$ cat src/verilog/simf_alu_pkg.sv
package simf_alu_pkg;

   localparam int DATA_W = 32;

   // Instruction encodings, top byte of the control word
   localparam logic [7:0] FMT_VOP2  = 8'h01;
   localparam logic [7:0] FMT_VOP1  = 8'h02;
   localparam logic [7:0] FMT_VOPC  = 8'h04;
   localparam logic [7:0] FMT_VOP3A = 8'h08;

   localparam logic [11:0] OP_MAX_F32   = 12'h010;
   localparam logic [11:0] OP_MUL_F32   = 12'h008;
   localparam logic [11:0] OP3_MUL_F32  = 12'h108;
   localparam logic [11:0] OP3_CMP_BASE = 12'h000;   // Compares span h000 to h00F

   // F32 compare conditions, codes 7 and 8 are not implemented
   localparam logic [3:0] CMP_F   = 4'd0;
   localparam logic [3:0] CMP_LT  = 4'd1;
   localparam logic [3:0] CMP_EQ  = 4'd2;
   localparam logic [3:0] CMP_LE  = 4'd3;
   localparam logic [3:0] CMP_GT  = 4'd4;
   localparam logic [3:0] CMP_LG  = 4'd5;
   localparam logic [3:0] CMP_GE  = 4'd6;
   localparam logic [3:0] CMP_NGE = 4'd9;
   localparam logic [3:0] CMP_NLG = 4'd10;
   localparam logic [3:0] CMP_NGT = 4'd11;
   localparam logic [3:0] CMP_NLE = 4'd12;
   localparam logic [3:0] CMP_NEQ = 4'd13;
   localparam logic [3:0] CMP_NLT = 4'd14;
   localparam logic [3:0] CMP_TRU = 4'd15;

   localparam int MUL_LATENCY  = 3;
   localparam int F32_EXP_BIAS = 127;

   typedef enum logic [1:0] {SEL_ZERO, SEL_CMP, SEL_MAX, SEL_MUL} result_sel_e;

   typedef struct packed {
      logic [7:0]  fmt;
      logic [11:0] unused;
      logic [11:0] opcode;
   } alu_ctrl_op_t;

   typedef struct packed {
      logic [7:0]  fmt;
      logic [19:0] unused;
      logic [3:0]  cond;
   } alu_ctrl_cmp_t;

   // Same control word seen as an opcode or as a compare condition
   typedef union packed {
      alu_ctrl_op_t  op;
      alu_ctrl_cmp_t cmp;
   } alu_ctrl_u;

endpackage

$ cat src/verilog/alu_control_unit.sv
`timescale 1ns/1ps

module alu_control_unit (
   input  logic                       clk,
   input  logic                       rst_n_i,
   input  logic                       start_i,
   input  simf_alu_pkg::alu_ctrl_u    control_i,
   input  logic                       exec_i,
   input  logic                       mul_valid_i,
   output logic                       mul_start_o,
   output logic [3:0]                 cmp_cond_o,
   output simf_alu_pkg::result_sel_e  result_sel_o,
   output logic                       load_o
);

   logic                       busy_q;   // Multiply in flight
   logic                       fmt_vop2;
   logic                       fmt_vopc;
   logic                       fmt_vop3a;
   logic                       is_mul;
   logic                       is_max;
   logic                       is_cmp;
   logic                       cond_ok;
   simf_alu_pkg::result_sel_e  dec_sel;

   assign fmt_vop2  = (control_i.op.fmt == simf_alu_pkg::FMT_VOP2);
   assign fmt_vopc  = (control_i.cmp.fmt == simf_alu_pkg::FMT_VOPC);
   assign fmt_vop3a = (control_i.op.fmt == simf_alu_pkg::FMT_VOP3A);

   assign is_mul = (fmt_vop2 && control_i.op.opcode == simf_alu_pkg::OP_MUL_F32) ||
                   (fmt_vop3a && control_i.op.opcode == simf_alu_pkg::OP3_MUL_F32);
   assign is_max = fmt_vop2 && (control_i.op.opcode == simf_alu_pkg::OP_MAX_F32);

   // Codes between GE and NGE have no compare behind them
   assign cond_ok = !(control_i.cmp.cond > simf_alu_pkg::CMP_GE &&
                      control_i.cmp.cond < simf_alu_pkg::CMP_NGE);

   assign is_cmp = (fmt_vopc || fmt_vop3a) && cond_ok &&
                   ((control_i.op.opcode & 12'hFF0) == simf_alu_pkg::OP3_CMP_BASE);

   always_comb
   begin
      if (!exec_i)
         dec_sel = simf_alu_pkg::SEL_ZERO;   // Lane disabled
      else if (is_mul)
         dec_sel = simf_alu_pkg::SEL_MUL;
      else if (is_max)
         dec_sel = simf_alu_pkg::SEL_MAX;
      else if (is_cmp)
         dec_sel = simf_alu_pkg::SEL_CMP;
      else
         dec_sel = simf_alu_pkg::SEL_ZERO;   // Unsupported code
   end

   // While busy, new starts are ignored and only the product can load
   assign mul_start_o  = start_i && !busy_q && (dec_sel == simf_alu_pkg::SEL_MUL);
   assign load_o       = busy_q ? mul_valid_i
                                : (start_i && dec_sel != simf_alu_pkg::SEL_MUL);
   assign result_sel_o = busy_q ? simf_alu_pkg::SEL_MUL : dec_sel;
   assign cmp_cond_o   = control_i.cmp.cond;

   always_ff @(posedge clk)
   begin
      if (!rst_n_i)
         busy_q <= 1'b0;
      else if (mul_start_o)
         busy_q <= 1'b1;
      else if (busy_q && mul_valid_i)
         busy_q <= 1'b0;   // Product loaded this cycle
   end

endmodule

$ cat src/verilog/alu_compare_unit.sv
`timescale 1ns/1ps

module alu_compare_unit (
   input  logic [simf_alu_pkg::DATA_W-1:0]  src1_i,
   input  logic [simf_alu_pkg::DATA_W-1:0]  src2_i,
   input  logic [3:0]                       cond_i,
   output logic                             cmp_result_o,
   output logic [simf_alu_pkg::DATA_W-1:0]  max_data_o
);

   logic lt;
   logic eq;
   logic gt;

   // Raw bit patterns compared as unsigned integers
   assign lt = (src1_i < src2_i);
   assign eq = (src1_i == src2_i);
   assign gt = (src1_i > src2_i);

   always_comb
   begin
      case (cond_i)
         simf_alu_pkg::CMP_F   : cmp_result_o = 1'b0;
         simf_alu_pkg::CMP_LT  : cmp_result_o = lt;
         simf_alu_pkg::CMP_EQ  : cmp_result_o = eq;
         simf_alu_pkg::CMP_LE  : cmp_result_o = lt || eq;
         simf_alu_pkg::CMP_GT  : cmp_result_o = gt;
         simf_alu_pkg::CMP_LG  : cmp_result_o = !eq;
         simf_alu_pkg::CMP_GE  : cmp_result_o = !lt;
         simf_alu_pkg::CMP_NGE : cmp_result_o = lt;
         simf_alu_pkg::CMP_NLG : cmp_result_o = eq;
         simf_alu_pkg::CMP_NGT : cmp_result_o = !gt;
         simf_alu_pkg::CMP_NLE : cmp_result_o = gt;
         simf_alu_pkg::CMP_NEQ : cmp_result_o = !eq;
         simf_alu_pkg::CMP_NLT : cmp_result_o = !lt;
         simf_alu_pkg::CMP_TRU : cmp_result_o = 1'b1;
         default               : cmp_result_o = 1'b0;   // Never selected
      endcase
   end

   assign max_data_o = lt ? src2_i : src1_i;   // Ties keep src1

endmodule

$ cat src/verilog/fp_mul_unit.sv
`timescale 1ns/1ps

module fp_mul_unit (
   input  logic         clk,
   input  logic         rst_n_i,
   input  logic         mul_start_i,
   input  logic [31:0]  opa_i,
   input  logic [31:0]  opb_i,
   output logic [31:0]  product_o,
   output logic         mul_valid_o
);

   logic [simf_alu_pkg::MUL_LATENCY-1:0]  valid_q;
   logic signed [9:0]                     exp_sum;

   logic                s1_sign_q;
   logic signed [9:0]   s1_exp_q;
   logic                s1_zero_q;
   logic [23:0]         s1_mant_a_q;
   logic [23:0]         s1_mant_b_q;

   logic                s2_sign_q;
   logic signed [9:0]   s2_exp_q;
   logic                s2_zero_q;
   logic [47:0]         s2_prod_q;

   logic signed [9:0]   norm_exp;
   logic [22:0]         norm_frac;

   // Ten bits hold the full range of the biased sum without wrapping
   assign exp_sum = $signed({2'b00, opa_i[30:23]}) + $signed({2'b00, opb_i[30:23]})
                    - $signed(10'(simf_alu_pkg::F32_EXP_BIAS));

   always_ff @(posedge clk)
   begin
      s1_sign_q   <= opa_i[31] ^ opb_i[31];
      s1_exp_q    <= exp_sum;
      s1_zero_q   <= (opa_i[30:23] == 8'd0) || (opb_i[30:23] == 8'd0);   // Denormals flush
      s1_mant_a_q <= {1'b1, opa_i[22:0]};
      s1_mant_b_q <= {1'b1, opb_i[22:0]};
   end

   always_ff @(posedge clk)
   begin
      s2_sign_q <= s1_sign_q;
      s2_exp_q  <= s1_exp_q;
      s2_zero_q <= s1_zero_q;
      s2_prod_q <= s1_mant_a_q * s1_mant_b_q;
   end

   always_comb
   begin
      if (s2_prod_q[47])
      begin
         norm_exp  = s2_exp_q + 10'sd1;   // Product in [2,4)
         norm_frac = s2_prod_q[46:24];
      end
      else
      begin
         norm_exp  = s2_exp_q;
         norm_frac = s2_prod_q[45:23];
      end
   end

   // Fraction is truncated, no rounding
   always_ff @(posedge clk)
   begin
      if (s2_zero_q || norm_exp <= 10'sd0)
         product_o <= {s2_sign_q, 31'd0};
      else if (norm_exp >= 10'sd255)
         product_o <= {s2_sign_q, 8'hFF, 23'd0};   // Signed infinity
      else
         product_o <= {s2_sign_q, norm_exp[7:0], norm_frac};
   end

   always_ff @(posedge clk)
   begin
      if (!rst_n_i)
         valid_q <= '0;
      else
         valid_q <= {valid_q[simf_alu_pkg::MUL_LATENCY-2:0], mul_start_i};
   end

   assign mul_valid_o = valid_q[simf_alu_pkg::MUL_LATENCY-1];

endmodule

$ cat src/verilog/alu_result_stage.sv
`timescale 1ns/1ps

module alu_result_stage (
   input  logic                             clk,
   input  logic                             rst_n_i,
   input  logic                             load_i,
   input  simf_alu_pkg::result_sel_e        sel_i,
   input  logic                             cmp_result_i,
   input  logic [simf_alu_pkg::DATA_W-1:0]  max_data_i,
   input  logic [simf_alu_pkg::DATA_W-1:0]  product_i,
   input  logic                             src_vcc_i,
   output logic [simf_alu_pkg::DATA_W-1:0]  vgpr_data_o,
   output logic                             vcc_o,
   output logic                             done_o
);

   always_ff @(posedge clk)
   begin
      if (!rst_n_i)
      begin
         vgpr_data_o <= '0;
         vcc_o       <= 1'b0;
         done_o      <= 1'b0;
      end
      else
      begin
         done_o <= load_i;   // One-cycle pulse
         if (load_i)
         begin
            case (sel_i)
               simf_alu_pkg::SEL_CMP :
               begin
                  vgpr_data_o <= '0;
                  vcc_o       <= cmp_result_i;   // Compare writes VCC only
               end
               simf_alu_pkg::SEL_MAX :
               begin
                  vgpr_data_o <= max_data_i;
                  vcc_o       <= src_vcc_i;
               end
               simf_alu_pkg::SEL_MUL :
               begin
                  vgpr_data_o <= product_i;
                  vcc_o       <= src_vcc_i;
               end
               default :
               begin
                  vgpr_data_o <= '0;
                  vcc_o       <= src_vcc_i;
               end
            endcase
         end
      end
   end

endmodule

$ cat src/verilog/simf_alu.sv
`timescale 1ns/1ps

module simf_alu (
   input  logic                                clk,
   input  logic                                rst_n_i,
   input  logic                                alu_start_i,
   input  simf_alu_pkg::alu_ctrl_u             alu_control_i,
   input  logic [simf_alu_pkg::DATA_W-1:0]     alu_source1_data_i,
   input  logic [simf_alu_pkg::DATA_W-1:0]     alu_source2_data_i,
   input  logic                                alu_source_exec_i,
   input  logic                                alu_source_vcc_i,
   output logic [simf_alu_pkg::DATA_W-1:0]     alu_vgpr_dest_data_o,
   output logic                                alu_dest_vcc_o,
   output logic                                alu_done_o
);

   logic                             mul_start;
   logic                             mul_valid;
   logic [3:0]                       cmp_cond;
   simf_alu_pkg::result_sel_e        result_sel;
   logic                             load;
   logic                             cmp_result;
   logic [simf_alu_pkg::DATA_W-1:0]  max_data;
   logic [simf_alu_pkg::DATA_W-1:0]  product;

   alu_control_unit control_unit_inst (
      .clk          (clk),
      .rst_n_i      (rst_n_i),
      .start_i      (alu_start_i),
      .control_i    (alu_control_i),
      .exec_i       (alu_source_exec_i),
      .mul_valid_i  (mul_valid),
      .mul_start_o  (mul_start),
      .cmp_cond_o   (cmp_cond),
      .result_sel_o (result_sel),
      .load_o       (load)
   );

   alu_compare_unit compare_unit_inst (
      .src1_i       (alu_source1_data_i),
      .src2_i       (alu_source2_data_i),
      .cond_i       (cmp_cond),
      .cmp_result_o (cmp_result),
      .max_data_o   (max_data)
   );

   // Sources are held stable by the issuer until done
   fp_mul_unit mul_unit_inst (
      .clk         (clk),
      .rst_n_i     (rst_n_i),
      .mul_start_i (mul_start),
      .opa_i       (alu_source1_data_i),
      .opb_i       (alu_source2_data_i),
      .product_o   (product),
      .mul_valid_o (mul_valid)
   );

   alu_result_stage result_stage_inst (
      .clk          (clk),
      .rst_n_i      (rst_n_i),
      .load_i       (load),
      .sel_i        (result_sel),
      .cmp_result_i (cmp_result),
      .max_data_i   (max_data),
      .product_i    (product),
      .src_vcc_i    (alu_source_vcc_i),
      .vgpr_data_o  (alu_vgpr_dest_data_o),
      .vcc_o        (alu_dest_vcc_o),
      .done_o       (alu_done_o)
   );

endmodule

$ cat config.mk
export PLATFORM = sky130hd
export DESIGN_NAME = simf_alu
export DESIGN_NICKNAME = d
export VERILOG_FILES = /design/src/verilog/simf_alu_pkg.sv /design/src/verilog/alu_control_unit.sv /design/src/verilog/alu_compare_unit.sv /design/src/verilog/fp_mul_unit.sv /design/src/verilog/alu_result_stage.sv /design/src/verilog/simf_alu.sv
export SDC_FILE = /design/constraint.sdc
export NUM_CORES = 2
export LEC_CHECK = 0
export BUFFER_PORTS_ARGS = -buffer_cell sky130_fd_sc_hd__buf_2
export CELL_PAD_IN_SITES_DETAIL_PLACEMENT = 2
export CELL_PAD_IN_SITES_GLOBAL_PLACEMENT = 2
export CORE_MARGIN = 2
export CORE_UTILIZATION = 41
export DETAILED_ROUTE_END_ITERATION = 8
export GPL_ROUTABILITY_DRIVEN = 0
export PLACE_DENSITY_LB_ADDON = 0.15
export SLEW_MARGIN = 25
export SYNTH_ARGS = -nofsm -noshare
export SYNTH_HDL_FRONTEND = slang
export SYNTH_HIERARCHICAL = 1
export SYNTH_SLANG_ARGS = --single-unit
export TNS_END_PERCENT = 30
$ cat constraint.sdc
create_clock -name clk -period 8 [get_ports clk]
set_clock_uncertainty 0.15 [all_clocks]
set_input_delay 0.4 -clock clk [delete_from_list [all_inputs] [get_ports clk]]
set_output_delay 0.4 -clock clk [all_outputs]
set_load 0.005 [all_outputs]
Word level (Yosys, flattened, before mapping)
Cells that the tools add are included.
Widths: inputs -> output; s select.
Storage, ports and cells
  flip-flop bits (word level): 188
  bits of input ports: 101
  output and inout port bits: 34
  logic and storage cells: 98
Cells by class
  add/subtract/negate cells: 3
  multipliers: 1
  $lt $le $gt $ge: 6
  equality and inequality tests: 25
  multiplexer cells: 15
  bitwise gates (word level): 1
  reductions and logical operators: 30
Operators by type and width (count)
  $pmux 32 s2: 1
  $mul 24x24->48: 1
  $eq 32x32->1: 1
  $gt 32x32->1: 1
  $lt 32x32->1: 1
  $mux 32: 1
  $mux 31: 1
  $eq 4x4->1 const B: 7
  $mux 23: 1
  $logic_not 8->1: 2
  $eq 12x4->1 const B: 1
  $eq 12x5->1 const B: 1
  $eq 12x9->1 const B: 1
  $eq 4x3->1 const B: 3
  $logic_not 12->1: 1
  $reduce_or 2->1: 6
  $add 10x2->10 const B: 1
  $ge 10x9->1 const B: 1
  $le 10x1->1 const B: 1
  $logic_and 1x1->1: 10
  $mux 10: 1
  $sub 10x8->10 const B: 1
  $add 8x8->9: 1
  $eq 4x2->1 const B: 2
  other kinds (16): 33

Depth between registers and ports, before layout
  depth after elaboration: 12
  mapped depth: 26

Cells and area by module
Netlist, hierarchy kept.
Modules (own cells, without submodules)
  fp_mul_unit: times used 1, cells each 2331, area each 21931.0 um^2
  alu_result_stage: times used 1, cells each 117, area each 1644.1 um^2
  alu_compare_unit: times used 1, cells each 157, area each 1256.2 um^2
  alu_control_unit: times used 1, cells each 36, area each 297.8 um^2

Worst setup path after synthesis
No wires, ideal clock.
  kind: register to register
  start point: register mul_unit_inst.s1_mant_a_q[13]
  end point: register mul_unit_inst.s2_prod_q[47]
  setup time: 0.072 ns
  arrival: 6.369 ns
  required time: 7.778 ns
  path slack: 1.409 ns
  cell stages (with the launch flop): 27
  path buffers: 1
  cell sequence: dfxtp_1 clkbuf_1 nand2_1 fa_1 inv_1 fa_1 inv_1 fa_1 inv_1 fa_1 inv_1 fa_1 inv_1 fa_1 inv_1 fa_1 inv_1 ha_1 and4_1 nor3b_1 o41ai_1 a2111oi_2 nor2_1 a31oi_2 a21oi_1 o21bai_2 xnor2_1
Between the ends
  word-level cells in the longest chain between the ends: 1
Ends and longest elaborated chain
  start: declaration: line fp_mul_unit.sv:19  | logic [23:0] s1_mant_a_q;
  start signal: assignment: line fp_mul_unit.sv:39  | s1_mant_a_q <= {1'b1, opa_i[22:0]};
  $mul 24x24->48: line fp_mul_unit.sv:48  | s2_prod_q <= s1_mant_a_q * s1_mant_b_q;
  end signal: assignment: line fp_mul_unit.sv:48
  end: declaration: line fp_mul_unit.sv:25  | logic [47:0] s2_prod_q;
Every way passes these cells.
A chain may end at the register's enable or synchronous reset.

Worst setup path after layout
  start point: register mul_unit_inst.s1_mant_b_q[11]
  end point: register mul_unit_inst.s2_prod_q[44]
Between the ends
  word-level cells in the longest chain between the ends: 1
Ends and longest elaborated chain
  start: declaration: line fp_mul_unit.sv:20  | logic [23:0] s1_mant_b_q;
  start signal: assignment: line fp_mul_unit.sv:40  | s1_mant_b_q <= {1'b1, opb_i[22:0]};
  $mul 24x24->48: line fp_mul_unit.sv:48
Every way passes these cells.

==> impl_metrics.toml <==
[job]
drv_cap = 0

[die]
core.rowCount = 90
dieArea_sq_mm = 0.0633
die-width_um = 252
initial_core_util = 0.416
fp.dieH_um = 252
core_area_sq_mm = 0.0605
io_pins = 135

[worst_setup_path]
path_cells = "nand2_1 > fa_1 > fa_1 > inv_1 > fa_1 > fa_1 > fa_1 > fa_1 > inv_1 > fa_1 > inv_1 > ha_1 > a21oi_1 > o211ai_1 > a211oi_1 > buf_4 > a2111oi_2 > nor2_1 > buf_4 > nand2_1 > and2_1 > a21oi_1 > xnor2_1"
slowest_delay_ns = 0.98
path_buf_inv = 5
start_kind = "flip-flop"
end_kind = "flip-flop"
cp_top_family = "adder cells"
crit_arrival_ns = 8.08
crit_type = "reg2reg"
crit_path_top_delay_cell = "dfxtp_1"
worst-path-max-fanout = 16
critical_path_required_ns = 8.23
crit_top_cell = "fa_1"

[synth]
synthTopCellsByArea = "fa_1, dfxtp_1, ha_1"
yosys_warnings = 6
syn_area_sq_mm = 0.0251
synthArstFlopShare = 0
seq_area_frac_synth = 0.131
syn_area_per_cell_sq_um = 9.51
ys_types = 79
synth_edf_count = 0
yosysTopAreaCell = "fa_1"
syn_nets = 3441
synth_top_area_share = 0.384
ys.flop_type = "dfxtp_1"
syn_inst = 2641
synth.ff_latch_count = 165

[global_route]
antenna_found_initial = 3
grt_pass1_vias = 23000
grt_overflow_total = 0
grt_pass1_wl_um = 135000
grt_max_degree = 34
track_usage = 0.284

[clocking]
cts_setup_buffers = 0
path_clk_slew_ns = 0.07
cts_tree = "done"
clockBufferDepth = 2
numCtsBuffers = 17
clk_latency_ns = 0.45
ctsRootBufferMaster = "clkbuf_16"
cts_htree_levels = 4
clock-sinks = 165

[drt]
drt-total-wl_um = 87400
drt-wirelength-per-cell_um = 24.2
num_vias = 18700
viasPerCell = 5.19
drt_first_pass_iters = 4
drc = 0
drt_iter0_drc = 559
ant_nets = 0

[place]
placed_area_sq_mm = 0.0270
io_buffers = 122
dp_cells = 3533
dp_hpwl_um = 69500

[cells_and_area]
register_area_sq_mm = 0.00332
fill_cells = 6443
final_cell_mix = "inv_1, fa_1, nand2_1"
finalNetCount = 3612
final_common_cell = "inv_1"
drive_gt1_frac = 0.125
stdcell_area_sq_mm = 0.0280
multiInputGateArea_sq_mm = 0.0190
area_delta_synth_final_pct = 11.6
fin_cells = 3610
utilization = 0.464

[timing]
period_minus_slack_ns = 7.86
final-hold-violation-count = 0
min_period_over_period = 0.982
setup_viol = 0
worst_pin_slew_ns = 1.01
max_freq_mhz = 127
relSlewSlack = 0.319
final_max_slew_viol_count = 0

[outcome]
status = "completed"

[worst_hold_path]
hp-class = "in2reg"
==> synthesized netlist by cell type, types with 4 or more instances <==
| cell | n |
|---|---|
| mux2i_1 | 57 |
| and4_1 | 4 |
| buf_6 | 12 |
| o21bai_1 | 10 |
| o211ai_1 | 5 |
| o21ai_0 | 15 |
| buf_4 | 8 |
| o2bb2ai_2 | 30 |
| clkbuf_1 | 89 |
| nor4_1 | 10 |
| nand4_1 | 12 |
| xor2_1 | 15 |
| nor2_1 | 82 |
| inv_1 | 620 |
| dfxtp_1 | 165 |
| nor3b_1 | 4 |
| nand2_1 | 291 |
| and3_1 | 4 |
| a21oi_1 | 57 |
| mux2_2 | 29 |
| o21a_1 | 7 |
| xnor2_1 | 30 |
| a21o_1 | 21 |
| a211oi_1 | 6 |
| nor3_1 | 12 |
| fa_1 | 482 |
| nor2b_1 | 6 |
| and2_1 | 245 |
| ha_1 | 217 |
| nand3_1 | 17 |
| a31oi_1 | 6 |
==> worst paths after layout <==
check             cells after the start                          start                             to  slack (ns)
setup reg to reg                     23  mul_unit_inst/s1_mant_b_q[11]    mul_unit_inst/s2_prod_q[44]        0.14
hold / removal                        1         alu_source2_data_i[16]  mul_unit_inst/s1_mant_b_q[16]        0.02
setup / recovery                     23  mul_unit_inst/s1_mant_b_q[11]    mul_unit_inst/s2_prod_q[44]        0.14
hold reg to reg                       0      mul_unit_inst/s1_exp_q[5]      mul_unit_inst/s2_exp_q[5]        0.18
==> worst reg2reg max path: cells and delay by family (launching register included) <==
kind	cells	cell delay [ns]
adders and majority gates	8	3.94
AOI/OAI and AO/OA	5	1.08
DFF	1	0.98
and+or+nand+nor	4	0.91
buffers and inverters	5	0.57
xor gates and xnor gates	1	0.16
==> per-layer routing <==
layer / share of wire / GRT usage / vias to the layer above
li1: - / - / 8302
met1: 0.38 / 0.323 / 10000
met2: 0.55 / 0.547 / 271
met3: 0.026 / 0.0278 / 144
met4: 0.039 / 0.103 / 0
met5: 0 / 0 / -
==> registers in the layout, summed over array words and instances, names as in the netlist <==
register	cells
mul_unit_inst/s1_zero_q	1
mul_unit_inst/s1_exp_q	10
mul_unit_inst/product_o	32
mul_unit_inst/s2_sign_q	1
mul_unit_inst/s2_exp_q	10
mul_unit_inst/valid_q	3
result_stage_inst/done_o	1
mul_unit_inst/s1_sign_q	1
mul_unit_inst/s2_prod_q	25
result_stage_inst/vcc_o	1
mul_unit_inst/s2_zero_q	1
control_unit_inst/busy_q	1
mul_unit_inst/s1_mant_b_q	23
result_stage_inst/vgpr_data_o	32
mul_unit_inst/s1_mant_a_q	23
==> metrics by stage <==
stage	hold WS [ns]	setup WS (ns)	setup TNS, ns
after CTS	0.000256	0.0178	0
final	0.0170	0.142	0
after global placement	0.162	0.128	0
after detailed placement	0.164	0.0200	0
after floorplan	0.160	1.41	0
after global routing	0.00216	-0.00809	-0.00809
==> layout make-up <==
class                   instances  area share
repair buffers                265      0.0656
multi-input cells            1741       0.676
well taps                     782      0.0349
diodes                          3    0.000268
clock buffers                  18      0.0157
inverters                     622      0.0833
flip-flops and latches        165       0.118
clock inverters                14     0.00585
==> repair_timing <==
item                                   in CTS  in global routing
hold buffers                               40                  2
endpoints found under the hold margin      40                  2
cloned                                      0                  0
setup endpoints to repair                   1                  5
resized for setup                           1                  8
==> cell families (layout without fill, tap and decap cells) <==
logic type      Yosys count  in the layout  share of synthesized area
buf+inv                 735            919                      0.115
xor+xnor                 45             45                     0.0157
fa+ha+maj               699            699                      0.492
flops                   165            165                      0.131
other cells               0              3                          0
compound gates          196            196                     0.0655
mux                      89             89                     0.0370
simple gates            712            712                      0.144
Power is not shown: default switching activity piles up to over one toggle a cycle in this logic, so the estimate is an artifact.
